**src/lu_consts.svh**
```systemverilog
// Load unit constants

`ifndef LU_CONSTS_SVH
`define LU_CONSTS_SVH

// ---------------------------------------------------------------------------
// data path and address widths
// ---------------------------------------------------------------------------

// width of the integer data path and of the cache read data
`define LU_XLEN 64

// virtual address width for Sv39
`define LU_VLEN 39

// physical address width as seen by the cache
`define LU_PLEN 56

// ---------------------------------------------------------------------------
// scoreboard and cache geometry
// ---------------------------------------------------------------------------

// transaction id handed out by the issue stage
`define LU_TRANS_ID_BITS 3

// byte offset inside one 64-bit word
`define LU_ALIGN_BITS 3

// the index fits inside the 4 KiB page offset, so it is known before translation
`define LU_DCACHE_INDEX_WIDTH 12
`define LU_DCACHE_TAG_WIDTH 44

`endif

```
**src/lu_pkg.sv**
```systemverilog
// Load unit types

`default_nettype none

`include "lu_consts.svh"

package lu_pkg;

    // ---------------------------------------------------------------------------
    // load operations
    // ---------------------------------------------------------------------------

    // the U variants zero-extend, the others sign-extend (LD needs neither)
    typedef enum logic [2:0] {
        LD  = 3'd0,
        LW  = 3'd1,
        LWU = 3'd2,
        LH  = 3'd3,
        LHU = 3'd4,
        LB  = 3'd5,
        LBU = 3'd6
    } lu_op_e;

    // request as it comes out of the issue stage
    typedef struct packed {
        logic [`LU_VLEN-1:0]          vaddr;
        logic [`LU_TRANS_ID_BITS-1:0] trans_id;
        lu_op_e                       op;
        logic [7:0]                   be;
    } load_req_t;

    // exception record, valid is only meaningful together with the other fields
    typedef struct packed {
        logic                valid;
        logic [`LU_XLEN-1:0] cause;
        logic [`LU_XLEN-1:0] tval;
    } lu_exception_t;

    // ---------------------------------------------------------------------------
    // data cache port
    // ---------------------------------------------------------------------------

    // the index goes out with data_req, the tag follows one cycle later
    typedef struct packed {
        logic [`LU_DCACHE_INDEX_WIDTH-1:0] address_index;
        logic [`LU_DCACHE_TAG_WIDTH-1:0]   address_tag;
        logic                              data_req;
        logic [7:0]                        data_be;
        logic [1:0]                        data_size;
        logic                              kill_req;
        logic                              tag_valid;
    } dcache_req_t;

    // grant and return strobes from the cache
    typedef struct packed {
        logic                data_gnt;
        logic                data_rvalid;
        logic [`LU_XLEN-1:0] data_rdata;
    } dcache_rsp_t;

    // ---------------------------------------------------------------------------
    // internal traffic
    // ---------------------------------------------------------------------------

    // what the retire stage needs to know about the request state machine
    typedef struct packed {
        logic flushing;
        logic tag_cycle;
        logic waiting_translation;
        logic kill;
    } lu_fsm_status_t;

    // load that has been popped and now waits for its data
    // sign_idx and is_signed are prepared at capture time to keep the
    // return path short
    typedef struct packed {
        logic [`LU_TRANS_ID_BITS-1:0] trans_id;
        logic [`LU_ALIGN_BITS-1:0]    address_offset;
        lu_op_e                       op;
        logic [2:0]                   sign_idx;
        logic                         is_signed;
    } pending_load_t;

endpackage

`default_nettype wire

```
**src/lu_load_fsm.sv**
```systemverilog
// Load request state machine

`timescale 1ns/1ns
`default_nettype none

`include "lu_consts.svh"

module lu_load_fsm import lu_pkg::*; (
    input  wire logic           clk_i,
    input  wire logic           rst_ni,
    input  wire logic           flush_i,
    input  wire logic           valid_i,
    input  wire load_req_t      load_req_i,
    input  wire logic           ex_valid_i,
    input  wire logic           dtlb_hit_i,
    input  wire logic           page_offset_matches_i,
    input  wire logic [`LU_PLEN-1:0] paddr_i,
    input  wire dcache_rsp_t    dcache_rsp_i,
    output dcache_req_t         dcache_req_o,
    output logic                translation_req_o,
    output logic                pop_ld_o,
    output lu_fsm_status_t      status_o
);

    typedef enum logic [2:0] {
        IDLE,
        WAIT_GNT,
        SEND_TAG,
        WAIT_PAGE_OFFSET,
        ABORT_TRANSACTION,
        WAIT_TRANSLATION,
        WAIT_FLUSH
    } state_e;

    state_e state_d;
    state_e state_q;

    logic data_req;
    logic kill_req;
    logic tag_valid;
    logic can_issue;

    // a new request is only taken when nothing is pending, or while the
    // previous one is sending its tag
    assign can_issue = (state_q == IDLE) || (state_q == SEND_TAG);

    // ---------------------------------------------------------------------------
    // next state and strobes
    // ---------------------------------------------------------------------------

    always_comb begin : p_next_state
        state_d           = state_q;
        data_req          = 1'b0;
        kill_req          = 1'b0;
        tag_valid         = 1'b0;
        translation_req_o = 1'b0;
        pop_ld_o          = 1'b0;

        case (state_q)
            IDLE: begin
                // new requests are handled below together with SEND_TAG
                state_d = IDLE;
            end
            SEND_TAG: begin
                // the grant was taken last cycle so the tag is known to be good
                tag_valid = 1'b1;
                state_d   = IDLE;
                // an exception on the popped load means its data must never come back
                if (ex_valid_i) begin
                    kill_req = 1'b1;
                end
            end
            WAIT_PAGE_OFFSET: begin
                // an older store hits the same page offset, so hold off until it drains
                if (!page_offset_matches_i) begin
                    state_d = WAIT_GNT;
                end
            end
            ABORT_TRANSACTION: begin
                // TLB miss after the grant, release the cache with a killed tag
                kill_req  = 1'b1;
                tag_valid = 1'b1;
                state_d   = WAIT_TRANSLATION;
            end
            WAIT_TRANSLATION: begin
                translation_req_o = 1'b1;
                if (dtlb_hit_i) begin
                    state_d = WAIT_GNT;
                end
            end
            WAIT_GNT: begin
                // keep both requests up until the cache takes the index
                translation_req_o = 1'b1;
                data_req          = 1'b1;
            end
            WAIT_FLUSH: begin
                // kill whatever may still be outstanding in the cache
                kill_req  = 1'b1;
                tag_valid = 1'b1;
                state_d   = IDLE;
            end
            default: begin
                state_d = IDLE;
            end
        endcase

        // translation starts together with the index lookup, before the
        // page offset check is known, which keeps this path short
        if (can_issue && valid_i) begin
            translation_req_o = 1'b1;
            if (page_offset_matches_i) begin
                state_d = WAIT_PAGE_OFFSET;
            end else begin
                data_req = 1'b1;
                state_d  = WAIT_GNT;
            end
        end

        // a grant resolves the request both for a fresh issue and in WAIT_GNT
        if (data_req && dcache_rsp_i.data_gnt) begin
            if (dtlb_hit_i) begin
                state_d  = SEND_TAG;
                pop_ld_o = 1'b1;
            end else begin
                state_d = ABORT_TRANSACTION;
            end
        end

        // the exception retires directly, unless data returns this cycle and
        // takes the result port. Then the load stays and is tried again
        if (ex_valid_i && valid_i) begin
            state_d = IDLE;
            if (!dcache_rsp_i.data_rvalid) begin
                pop_ld_o = 1'b1;
            end
        end

        // flush wins over everything, one extra cycle kills the request
        if (flush_i) begin
            state_d = WAIT_FLUSH;
        end
    end

    always_ff @(posedge clk_i or negedge rst_ni) begin : p_state
        if (!rst_ni) begin
            state_q <= IDLE;
        end else begin
            state_q <= state_d;
        end
    end

    // ---------------------------------------------------------------------------
    // cache port
    // ---------------------------------------------------------------------------

    // index from the untranslated page offset, tag from last cycle's translation
    assign dcache_req_o.address_index = load_req_i.vaddr[`LU_DCACHE_INDEX_WIDTH-1:0];
    assign dcache_req_o.address_tag   =
        paddr_i[`LU_DCACHE_TAG_WIDTH+`LU_DCACHE_INDEX_WIDTH-1:`LU_DCACHE_INDEX_WIDTH];
    assign dcache_req_o.data_req      = data_req;
    assign dcache_req_o.data_be       = load_req_i.be;
    assign dcache_req_o.kill_req      = kill_req;
    assign dcache_req_o.tag_valid     = tag_valid;

    // transfer size is log2 of the byte count
    always_comb begin : p_size
        case (load_req_i.op)
            LW, LWU: dcache_req_o.data_size = 2'b10;
            LH, LHU: dcache_req_o.data_size = 2'b01;
            LB, LBU: dcache_req_o.data_size = 2'b00;
            default: dcache_req_o.data_size = 2'b11;
        endcase
    end

    // status seen by the retire stage
    assign status_o.flushing            = (state_q == WAIT_FLUSH);
    assign status_o.tag_cycle           = (state_q == SEND_TAG);
    assign status_o.waiting_translation = (state_q == WAIT_TRANSLATION);
    assign status_o.kill                = kill_req;

endmodule

`default_nettype wire

```
**src/lu_retire.sv**
```systemverilog
// Load retire stage

`timescale 1ns/1ns
`default_nettype none

`include "lu_consts.svh"

module lu_retire import lu_pkg::*; (
    input  wire logic            clk_i,
    input  wire logic            rst_ni,
    input  wire logic            valid_i,
    input  wire load_req_t       load_req_i,
    input  wire logic            pop_ld_i,
    input  wire logic            ex_valid_i,
    input  wire logic            rvalid_i,
    input  wire lu_fsm_status_t  status_i,
    output logic                 valid_o,
    output logic                 ex_valid_o,
    output logic [`LU_TRANS_ID_BITS-1:0] trans_id_o,
    output pending_load_t        pending_o
);

    pending_load_t pending_d;
    pending_load_t pending_q;

    // ---------------------------------------------------------------------------
    // pending load capture
    // ---------------------------------------------------------------------------

    // the sign byte sits at the top byte of the loaded field
    always_comb begin : p_capture
        pending_d.trans_id       = load_req_i.trans_id;
        pending_d.address_offset = load_req_i.vaddr[`LU_ALIGN_BITS-1:0];
        pending_d.op             = load_req_i.op;
        pending_d.is_signed      = load_req_i.op inside {LW, LH, LB};
        case (load_req_i.op)
            LW, LWU: pending_d.sign_idx = load_req_i.vaddr[2:0] + 3'd3;
            LH, LHU: pending_d.sign_idx = load_req_i.vaddr[2:0] + 3'd1;
            default: pending_d.sign_idx = load_req_i.vaddr[2:0];
        endcase
    end

    // an excepting pop leaves the register alone so an earlier load still
    // in flight keeps its id and offset
    always_ff @(posedge clk_i or negedge rst_ni) begin : p_pending
        if (!rst_ni) begin
            pending_q <= '0;
        end else if (pop_ld_i && !ex_valid_i) begin
            pending_q <= pending_d;
        end
    end

    assign pending_o = pending_q;

    // ---------------------------------------------------------------------------
    // retire decision
    // ---------------------------------------------------------------------------

    always_comb begin : p_retire
        valid_o    = 1'b0;
        ex_valid_o = 1'b0;
        trans_id_o = pending_q.trans_id;

        // returned data counts unless the request was flushed or killed
        if (rvalid_i && !status_i.flushing) begin
            if (!status_i.kill) begin
                valid_o = 1'b1;
            end
            // the exception of the popped load shows up in its tag cycle
            if (ex_valid_i && status_i.tag_cycle) begin
                valid_o    = 1'b1;
                ex_valid_o = 1'b1;
            end
        end

        // translation exceptions retire straight from the issue port,
        // normal data returns keep priority and the load is retried
        if (valid_i && ex_valid_i && !rvalid_i) begin
            valid_o    = 1'b1;
            ex_valid_o = 1'b1;
            trans_id_o = load_req_i.trans_id;
        end else if (status_i.waiting_translation) begin
            valid_o = 1'b0;
        end
    end

endmodule

`default_nettype wire

```
**src/lu_result_align.sv**
```systemverilog
// Load result aligner

`timescale 1ns/1ns
`default_nettype none

`include "lu_consts.svh"

module lu_result_align import lu_pkg::*; (
    input  wire pending_load_t       pending_i,
    input  wire logic [`LU_XLEN-1:0] rdata_i,
    output logic [`LU_XLEN-1:0]      result_o
);

    logic [`LU_XLEN-1:0]   shifted;
    logic [`LU_XLEN/8-1:0] sign_bits;
    logic                  sign_bit;

    // bring the addressed byte down to bit 0
    assign shifted = rdata_i >> {pending_i.address_offset, 3'b000};

    // ---------------------------------------------------------------------------
    // sign bit selection
    // ---------------------------------------------------------------------------

    // top bit of every byte, picked by the precomputed index so this runs
    // in parallel with the shifter instead of after it
    for (genvar i = 0; i < `LU_XLEN / 8; i++) begin : gen_sign_bits
        assign sign_bits[i] = rdata_i[i*8+7];
    end

    // unsigned loads pull the fill bit to zero
    assign sign_bit = pending_i.is_signed & sign_bits[pending_i.sign_idx];

    // ---------------------------------------------------------------------------
    // result mux
    // ---------------------------------------------------------------------------

    always_comb begin : p_extend
        case (pending_i.op)
            LW, LWU: begin
                result_o = {{(`LU_XLEN-32){sign_bit}}, shifted[31:0]};
            end
            LH, LHU: begin
                result_o = {{(`LU_XLEN-16){sign_bit}}, shifted[15:0]};
            end
            LB, LBU: begin
                result_o = {{(`LU_XLEN-8){sign_bit}}, shifted[7:0]};
            end
            // LD is always aligned, so the shift is by zero
            default: begin
                result_o = shifted;
            end
        endcase
    end

endmodule

`default_nettype wire

```
**src/load_unit.sv**
```systemverilog
// Load unit top level

`timescale 1ns/1ns
`default_nettype none

`include "lu_consts.svh"

module load_unit import lu_pkg::*; (
    input  wire logic                    clk_i,
    input  wire logic                    rst_ni,
    input  wire logic                    flush_i,
    // issue side
    input  wire logic                    valid_i,
    input  wire load_req_t               load_req_i,
    output logic                         pop_ld_o,
    // result side
    output logic                         valid_o,
    output logic [`LU_TRANS_ID_BITS-1:0] trans_id_o,
    output logic [`LU_XLEN-1:0]          result_o,
    output lu_exception_t                ex_o,
    // MMU
    output logic                         translation_req_o,
    output logic [`LU_VLEN-1:0]          vaddr_o,
    input  wire logic [`LU_PLEN-1:0]     paddr_i,
    input  wire lu_exception_t           ex_i,
    input  wire logic                    dtlb_hit_i,
    // address checker, which takes the page offset from vaddr_o
    input  wire logic                    page_offset_matches_i,
    // data cache
    input  wire dcache_rsp_t             dcache_rsp_i,
    output dcache_req_t                  dcache_req_o
);

    lu_fsm_status_t fsm_status;
    pending_load_t  pending;
    logic           ex_valid;

    // the MMU and the address checker both see the raw virtual address
    assign vaddr_o = load_req_i.vaddr;

    // cause and tval pass through, only the valid bit is decided here
    assign ex_o.valid = ex_valid;
    assign ex_o.cause = ex_i.cause;
    assign ex_o.tval  = ex_i.tval;

    lu_load_fsm u_load_fsm (
        .clk_i                 (clk_i),
        .rst_ni                (rst_ni),
        .flush_i               (flush_i),
        .valid_i               (valid_i),
        .load_req_i            (load_req_i),
        .ex_valid_i            (ex_i.valid),
        .dtlb_hit_i            (dtlb_hit_i),
        .page_offset_matches_i (page_offset_matches_i),
        .paddr_i               (paddr_i),
        .dcache_rsp_i          (dcache_rsp_i),
        .dcache_req_o          (dcache_req_o),
        .translation_req_o     (translation_req_o),
        .pop_ld_o              (pop_ld_o),
        .status_o              (fsm_status)
    );

    lu_retire u_retire (
        .clk_i      (clk_i),
        .rst_ni     (rst_ni),
        .valid_i    (valid_i),
        .load_req_i (load_req_i),
        .pop_ld_i   (pop_ld_o),
        .ex_valid_i (ex_i.valid),
        .rvalid_i   (dcache_rsp_i.data_rvalid),
        .status_i   (fsm_status),
        .valid_o    (valid_o),
        .ex_valid_o (ex_valid),
        .trans_id_o (trans_id_o),
        .pending_o  (pending)
    );

    lu_result_align u_result_align (
        .pending_i (pending),
        .rdata_i   (dcache_rsp_i.data_rdata),
        .result_o  (result_o)
    );

endmodule

`default_nettype wire

```
**config.mk**
```make
export PLATFORM = sky130hd
export DESIGN_NAME = load_unit
export DESIGN_NICKNAME = d
export VERILOG_FILES = /design/src/lu_pkg.sv /design/src/lu_load_fsm.sv /design/src/lu_retire.sv /design/src/lu_result_align.sv /design/src/load_unit.sv
export VERILOG_INCLUDE_DIRS = /design/src
export SDC_FILE = /design/constraint.sdc
export NUM_CORES = 1
export LEC_CHECK = 0
export BUFFER_PORTS_ARGS = -buffer_cell sky130_fd_sc_hd__buf_2
export CAP_MARGIN = 40
export CORE_AREA = 3 3 236 238
export CTS_CLUSTER_DIAMETER = 150
export DETAILED_ROUTE_END_ITERATION = 10
export DIE_AREA = 0 0 239 241
export PLACE_DENSITY_LB_ADDON = 0.15
export SLEW_MARGIN = 20
export SYNTH_ARGS = -nofsm -noshare
export SYNTH_HDL_FRONTEND = slang
export SYNTH_SLANG_ARGS = --single-unit
```
**constraint.sdc**
```tcl
create_clock -name clk_i -period 1.9 [get_ports clk_i]
set_input_delay 0.19 -clock clk_i [delete_from_list [all_inputs] [get_ports clk_i]]
set_output_delay 0.19 -clock clk_i [all_outputs]
set_load 0.05 [all_outputs]
```
==> results of run 1 <==
[sequential cells by signal, indices dropped and copies added, names as in the netlist]
register / count
u_retire.pending_o: 13
u_load_fsm.state_q: 3
[layer usage]
metal  track usage (%)  share of wire [%]  vias up
met5            0.0819                  0        -
met1              11.2                 40     2197
met3              3.59                9.1       65
met4              3.57                3.8        0
li1                  -                  -     2003
met2              16.5                 47      326
[cell usage after synthesis (3+ instances only)]
| library cell | number |
|---|---|
| sky130_fd_sc_hd__a21oi_1 | 15 |
| sky130_fd_sc_hd__mux2_2 | 29 |
| sky130_fd_sc_hd__o31ai_1 | 7 |
| sky130_fd_sc_hd__xnor2_1 | 3 |
| sky130_fd_sc_hd__nand2_1 | 56 |
| sky130_fd_sc_hd__nor3_1 | 5 |
| sky130_fd_sc_hd__buf_2 | 14 |
| sky130_fd_sc_hd__a22oi_1 | 7 |
| sky130_fd_sc_hd__nand3_1 | 4 |
| sky130_fd_sc_hd__nand2b_1 | 5 |
| sky130_fd_sc_hd__or3_1 | 3 |
| sky130_fd_sc_hd__o21ai_1 | 4 |
| sky130_fd_sc_hd__a211oi_1 | 6 |
| sky130_fd_sc_hd__a2bb2oi_1 | 7 |
| sky130_fd_sc_hd__mux2i_1 | 54 |
| sky130_fd_sc_hd__o211ai_1 | 8 |
| sky130_fd_sc_hd__mux4_2 | 3 |
| sky130_fd_sc_hd__nor2_1 | 26 |
| sky130_fd_sc_hd__buf_4 | 241 |
| sky130_fd_sc_hd__nor2b_1 | 3 |
| sky130_fd_sc_hd__a31o_2 | 7 |
| sky130_fd_sc_hd__dfrtp_1 | 16 |
| sky130_fd_sc_hd__o22ai_1 | 10 |
| sky130_fd_sc_hd__mux2_1 | 3 |
| sky130_fd_sc_hd__o21ai_0 | 51 |
| sky130_fd_sc_hd__clkbuf_1 | 13 |
| sky130_fd_sc_hd__inv_1 | 6 |
[area by class of cell]
type	count	area [µm²]
inverter	7	26.3
timing repair buffer	272	2620
antenna	1	2.50
sequential	16	405
fill	6141	46600
tap	696	871
multi-input combinational	345	3250
clock buffer	4	88.8
[worst reg2reg max path, cell delays in order, from the launching register on]
cell,delay (ns)
sky130_fd_sc_hd__dfrtp_1,0.43
sky130_fd_sc_hd__and2b_1,0.24
sky130_fd_sc_hd__o2111ai_2,0.25
sky130_fd_sc_hd__buf_12,0.19
sky130_fd_sc_hd__mux2_2,0.35
[power by group through the flow]
stage          Sequential (mW)  Combinational [mW]  Clock, mW
2_1_floorplan            0.482                6.55          0
3_3_place_gp             0.552                8.97          0
3_5_place_dp             0.563                8.92          0
4_1_cts                  0.551                10.7      0.503
5_1_grt                  0.565                11.3      0.519
6_report                 0.550                10.7      0.482
[cells by family after synthesis]
logic type	count (synthesis)	synth area share (%)
AO/OA/AOI/OAI	136	18.4
XOR/XNOR	6	1.25
adder cells (fa/ha/maj)	1	0.416
buffers and inverters	277	40.9
flip-flops	16	8.31
multiplexers	89	20.1
AND/OR/NAND/NOR	113	10.6
[what timing repair did]
| item | CTS | global route |
|---|---|---|
| setup buffers | 12 | 5 |
| cloned | 2 | 1 |
| pin swaps | 29 | 12 |
| hold buffers | 1 | 0 |
| endpoints found under the hold margin | 16 | 0 |
| endpoints found under the setup margin | 64 | 65 |
| resized for setup | 222 | 27 |
[worst min-delay path by stage]
stage	to	slack [ns]	cells past startpoint
floorplan	u_load_fsm.state_q[0]	-0.11	0
global placement	u_retire.pending_o[10]	0.16	1
detailed placement	u_retire.pending_o[10]	0.16	1
CTS	u_retire.pending_o[10]	0.16	2
global route	u_retire.pending_o[10]	0.16	2
finish	u_retire.pending_o[10]	0.17	2
==> results.md, run 1 <==
| Result | Reported |
| --- | --- |
| Outcome | finished with violations |
| Violations in the final reports | negative setup slack |
| Synthesis-stage register bit count | 16 |
| Die span in x | 239 µm |
| Initial DRC Count | 175 |
| Clock tree from TritonCTS | done |
| Effective utilization at floorplan | 8.95% |
| Floorplan core area | 53800 µm² |
| Clock-pin slew of the registers on the worst-case setup and hold paths | 0.06 ns |
| Hold path startpoint | load_req_i[11] |
| Post-route setup TNS | -15.81 ns |
| Library cell occupying the most area in the post-synthesis netlist | sky130_fd_sc_hd__buf_4 |
| Global-route wire length before repair | 39700 µm |
| CP Data Required Time | 1.71 ns |
| Antenna violations before repair | 1 |
| Count of buffers inserted at the top-level ports | 163 |
| Cell breakdown of the critical path | mux2_4 -> o221ai_4 -> or3b_4 -> buf_8 -> a21bo_4 -> buf_12 |
| Leakage | 2.95 nW |
| Final hold slack | 0.168 ns |
| Most common library cell in the layout ignoring fill and taps | sky130_fd_sc_hd__buf_2 |
| Clock Power Share | 4.1% |
| Length in cells of the worst reg-to-reg path | 4 |
| End of the critical path | result_o[31] |
| Via count of the routed design | 4591 |
| Drt pass-1 iters | 4 |
| Maxcap violations | 0 |
| Number of nets still failing antenna checks after routing | 0 |
| DP Wirelength | 24600 µm |
| Startpoint-to-endpoint class of the critical path | reg -> out |
| Nature of the critical path startpoint | flop |
| Worst slew margin relative to its limit | 71.6% |
| EDFF count, synth | 0 |
| CTS root buf | sky130_fd_sc_hd__clkbuf_16 |
| Final Power | 11.7 mW |
| Boundary Pins | 617 |
| Cells after synthesis | 638 |
| Cell with the biggest individual delay on the critical path | sky130_fd_sc_hd__dfrtp_2 |
| Global route total overflow | 0 |
| Count of placed standard cells including taps | 1318 |
| Path category of the worst min-delay check | in -> reg |
| Transition time at the pin with the least slew margin | 0.426 ns |
| Number of sinks on the clock net | 16 |
| Total GRT Usage | 9.72% |
| Average detailed-routed wire length per instance | 22.2 µm |
| Fraction of final layout cells sized beyond drive strength 1 | 66.3% |
| Hold violation total from the final report | 0 |
| Predominant post-synthesis flop cell | sky130_fd_sc_hd__dfrtp_1 |
| Nets | 956 |
| Maximum number of pins on one net before global-route repair | 25 |
| Placed inst area | 6000 µm² |
| Total detailed-routing wirelength | 29700 µm |
| Number of synthesis warnings | 0 |
| Clock insertion delay at the later pin of the skew report | 0.25 ns |
| Number of nets produced by synthesis | 949 |
| Num CTS Buffers | 3 |
| Final weighted congestion in routability-driven placement | 0.761 |
| RSZ-0062 raised after global routing | yes |
| Sequential cell area fraction in the yosys report | 8.31% |
| Setup slack of the worst register-to-register path | 0.33 ns |
| Count of final max-slew check failures | 0 |
| Critical path data arrival time | 2.02 ns |
| PwrDens | 1620 nW/µm² |
| Synth top area share | 37.6% |
| Part of the power in combinational logic | 91.2% |
| Synth-to-layout area growth | 50.6% |
| Crit path buf inv count | 2 |
| Switching power total | 6.44 mW |
| Commonest cells after routing, fill and taps aside | sky130_fd_sc_hd__buf_2 (98), sky130_fd_sc_hd__buf_4 (62), sky130_fd_sc_hd__buf_6 (58) |
| Worst setup path startpoint | u_retire.pending_o[2] |
| Non-filler instance count after layout | 1341 |
| Place WS | -0.280 ns |
| Source of the worst register-to-register timing path | u_load_fsm.state_q[0] |
| Design Area, Final | 7260 µm² |
| H-tree depth | 1 |
| Maximum single-stage delay on the critical path | 0.46 ns |
| Clk buf depth | 2 |
| Vias per std cell | 3.42 |
| Part of the total power dissipated in sequential elements | 4.7% |
| Finished Core Util | 13.5% |
| Shortest period the worst path allows | 2.21 ns |
| Highest fanout seen on the critical path | 6 |
| Path length in cells of the critical path | 6 |
| Switching share of total power | 54.9% |
| Worst clock skew on the final layout | 0.00193 ns |
| Die Outline Area | 57600 µm² |
| Top cell family by delay on the critical path | compound AO/OA/AOI/OAI gates |
| Die extent in y | 241 µm |
| Number of distinct library cells after synthesis | 55 |
| Internal power | 5.29 mW |
| Worst IR drop on VDD | 413 µV |
| DRC violation count after routing | 0 |
| Max Clock Freq | 453 MHz |
| Row cnt | 85 |
| Post-synthesis async set-or-reset flop share | 100% |
| Main area contributors after synthesis | sky130_fd_sc_hd__buf_4 (38%), sky130_fd_sc_hd__mux2i_1 (11%), sky130_fd_sc_hd__dfrtp_1 (8.3%), sky130_fd_sc_hd__mux2_2 (6.8%), sky130_fd_sc_hd__o21ai_0 (5.3%) |
| Total standard cell area after synthesis | 4820 µm² |
| Final count of negative-setup-slack endpoints | 64 |
| Crit share post-route | 116% |
| Mean cell area of the mapped netlist | 7.55 µm² |
| Final critical-path setup slack | -0.307 ns |
| End of the worst register-to-register path | u_retire.pending_o[7] |
| Worst Setup End Kind | output port |
| Via count of the first global-routing pass | 4958 |
(Power assumes the default switching activity.)
==> run 2, diff against run 1 <==
--- a/config.mk
+++ b/config.mk
@@ -8,10 +8,12 @@
 export LEC_CHECK = 0
 export BUFFER_PORTS_ARGS = -buffer_cell sky130_fd_sc_hd__buf_2
 export CAP_MARGIN = 40
-export CORE_AREA = 3 3 236 238
+export CELL_PAD_IN_SITES_DETAIL_PLACEMENT = 2
+export CELL_PAD_IN_SITES_GLOBAL_PLACEMENT = 2
+export CORE_AREA = 3 3 239 241
 export CTS_CLUSTER_DIAMETER = 150
 export DETAILED_ROUTE_END_ITERATION = 10
-export DIE_AREA = 0 0 239 241
+export DIE_AREA = 0 0 242 244
 export PLACE_DENSITY_LB_ADDON = 0.15
 export SLEW_MARGIN = 20
 export SYNTH_ARGS = -nofsm -noshare
==> run 2 against run 1 <==
The run still ends with negative setup slack left. Sequential power increased by 4%. Die area rose by 2.5%. Via count rose by 1.2%. Maximum frequency shrank 3.3%. Critical path depth increased by 1. Utilization up 0.24 points. Sequential share of layout area shrank 0.18 points. Power is 1.7% higher. First-iteration DRC count decreased by 48%. Design area rose by 4.2%. Largest power group unchanged.
==> results.md, run 2 (synthesis gave the netlist of run 1 again) <==
| Result | Reported | Change |
| --- | --- | --- |
| Violations in the final reports | negative setup slack |  |
| Startpoint-to-endpoint class of the critical path | reg -> out |  |
| Worst Setup End Kind | output port |  |
| Floorplan core area | 55100 µm² | +2.4% |
| Place WS | -0.306 ns | -0.0257 ns |
| Leakage | 3.05 nW | +3.2% |
| Path category of the worst min-delay check | in -> reg |  |
| Antenna violations before repair | 0 | -1 |
| Final count of negative-setup-slack endpoints | 64 | unchanged |
| Shortest period the worst path allows | 2.28 ns | +0.0764 ns |
| Clock-pin slew of the registers on the worst-case setup and hold paths | 0.06 ns | about the same |
| Via count of the first global-routing pass | 5365 | +8.2% |
| Depth of the worst hold-timing path | 2 | unchanged |
| Post-route setup TNS | -19.82 ns | -4.01 ns |
| DRC violation count after routing | 0 | unchanged |
| Most common library cell in the layout ignoring fill and taps | sky130_fd_sc_hd__buf_2 |  |
| Vias per std cell | 3.26 | -4.7% |
| Path length in cells of the critical path | 7 | +1 |
| Filler cells | 6437 | +4.8% |
| PwrDens | 1580 nW/µm² | -2.3% |
| Source of the worst register-to-register timing path | u_load_fsm.state_q[0] |  |
| Maximum number of pins on one net before global-route repair | 18 | -28% |
| Maxcap violations | 0 | unchanged |
| RSZ-0062 raised after global routing | yes |  |
| Highest fanout seen on the critical path | 12 | +6 |
| Max reg flops | 13 | unchanged |
| Die extent in y | 244 µm | +1.2% |
| Final weighted congestion in routability-driven placement | 0.683 | -10% |
| Commonest cells after routing, fill and taps aside | sky130_fd_sc_hd__buf_2 (98), sky130_fd_sc_hd__buf_4 (94), sky130_fd_sc_hd__buf_6 (54) |  |
| Setup slack of the worst register-to-register path | 0.30 ns | -0.03 ns |
| Transition time at the pin with the least slew margin | 0.443 ns | +0.0163 ns |
| Drt pass-1 iters | 4 | unchanged |
| Nets | 987 | +3.2% |
| Max Clock Freq | 438 MHz | -3.3% |
| Row cnt | 86 | +1.2% |
| Nature of the critical path startpoint | flop |  |
| Clock insertion delay at the later pin of the skew report | 0.25 ns | about the same |
| Finished Core Util | 13.7% | +0.24 points |
| Crit share post-route | 120% | +4.0 points |
| Endpoint of the worst hold path | u_retire.pending_o[10] |  |
| Cell with the biggest individual delay on the critical path | sky130_fd_sc_hd__dfrtp_2 |  |
| CTS root buf | sky130_fd_sc_hd__clkbuf_16 |  |
| End of the worst register-to-register path | u_retire.pending_o[5] |  |
| Via count of the routed design | 4646 | +1.2% |
| Initial DRC Count | 91 | -48% |
| Outcome | finished with violations |  |
| Top cell family by delay on the critical path | buffers and inverters |  |
| Number of sinks on the clock net | 16 | unchanged |
| Total detailed-routing wirelength | 27800 µm | -6.4% |
| Worst IR drop on VDD | 413 µV | -0.15% |
| Effective utilization at floorplan | 8.74% | -0.21 points |
| Crit path buf inv count | 3 | +1 |
| DP Wirelength | 22600 µm | -7.8% |
| Hold violation total from the final report | 0 | unchanged |
| Total GRT Usage | 8.99% | -0.73 points |
| Critical path data arrival time | 2.09 ns | +0.07 ns |
| Length in cells of the worst reg-to-reg path | 4 | unchanged |
| Fraction of final layout cells sized beyond drive strength 1 | 67.7% | +1.4 points |
| Global route total overflow | 0 | unchanged |
| Num CTS Buffers | 3 | unchanged |
| Worst clock skew on the final layout | 0.00295 ns | +0.00101 ns |
| Final critical-path setup slack | -0.383 ns | -0.0764 ns |
| Clock tree from TritonCTS | done |  |
| Die Outline Area | 59000 µm² | +2.5% |
| Die span in x | 242 µm | +1.3% |
| Final Power | 11.9 mW | +1.7% |
| Synth-to-layout area growth | 56.9% |  |
| H-tree depth | 1 | unchanged |
| Boundary Pins | 617 | unchanged |
| Final hold slack | 0.175 ns | +0.00702 ns |
| Cell breakdown of the critical path | mux2_4 -> o221ai_4 -> or3b_4 -> buf_12 -> buf_4 -> o31ai_2 -> clkbuf_16 |  |
| Maximum single-stage delay on the critical path | 0.45 ns | about the same |
| Count of buffers inserted at the top-level ports | 163 | unchanged |
| CP Data Required Time | 1.71 ns | about the same |
| Hold path startpoint | load_req_i[11] |  |
| Number of nets still failing antenna checks after routing | 0 | unchanged |
| Global-route wire length before repair | 39600 µm | -0.31% |
| Average detailed-routed wire length per instance | 19.5 µm | -12% |
| Worst slew margin relative to its limit | 70.5% | -1.1 points |
| Count of final max-slew check failures | 0 | unchanged |
| Clk buf depth | 2 | unchanged |
run 2: changes by cell type in the layout (fill, tap and decap cells not counted), sizes merged:
cell	delta
bufbuf	+1
buf	+29
clkbuf	+1
run 2: how the worst max path moves through the flow:
stage	startpoint	to	slack, ns
after floorplan	u_retire.pending_o[4]	result_o[17]	-0.25
after global placement	u_retire.pending_o[2]	result_o[48]	-0.26
after detailed placement	u_retire.pending_o[4]	result_o[48]	-0.31
after CTS	u_retire.pending_o[2]	result_o[13]	-0.42
after global routing	u_retire.pending_o[2]	result_o[50]	-0.44
final	u_retire.pending_o[2]	result_o[26]	-0.38
run 2: area by class of cell:
cell class | instances | area, µm² | area share [%]
Sequential cell | 16 | 409 | 5.41
Tap cell | 748 | 936 | 12.4
Inverter | 7 | 27.5 | 0.364
Antenna cell | 1 | 2.50 | 0.0331
Timing Repair Buffer | 303 | 2900 | 38.4
Clock buffer | 4 | 88.8 | 1.18
Multi-Input combinational cell | 345 | 3190 | 42.2
run 2: power by group:
part	internal [mW]	switching, mW
Clock	0.321	0.154
Sequential	0.434	0.136
Combinational	4.76	6.13
run 2: layer usage:
layer  wire (µm)  track usage, %  vias to the layer above
li1            -               -                     2053
met2       13400            15.4                      293
met1       11500            10.8                     2235
met3        2010            2.92                       65
met5           0               0                        -
met4         868            2.40                        0
run 2: per-stage QoR:
step                      cells  area, µm²
after floorplan             638       5080
final                      1424       7560
after global routing       1423       7560
after detailed placement   1391       6260
after global placement     1391       6260
after CTS                  1412       7130
run 2: timing repair:
action / CTS / global route
buffers inserted: 14 / 13
pin swaps: 16 / 16
gates resized for setup: 167 / 65
endpoints found under the setup margin: 64 / 65
endpoints found under the hold margin: 16 / 0
hold buffers: 1 / 0
cloned: 2 / 1
run 2: worst register-to-register path, delay by kind of cell (launching register included):
kind            cells  cell delay (ns)
flops               1             0.43
simple gates        1             0.25
buf+inv             1             0.19
compound gates      1             0.27
mux                 1             0.34
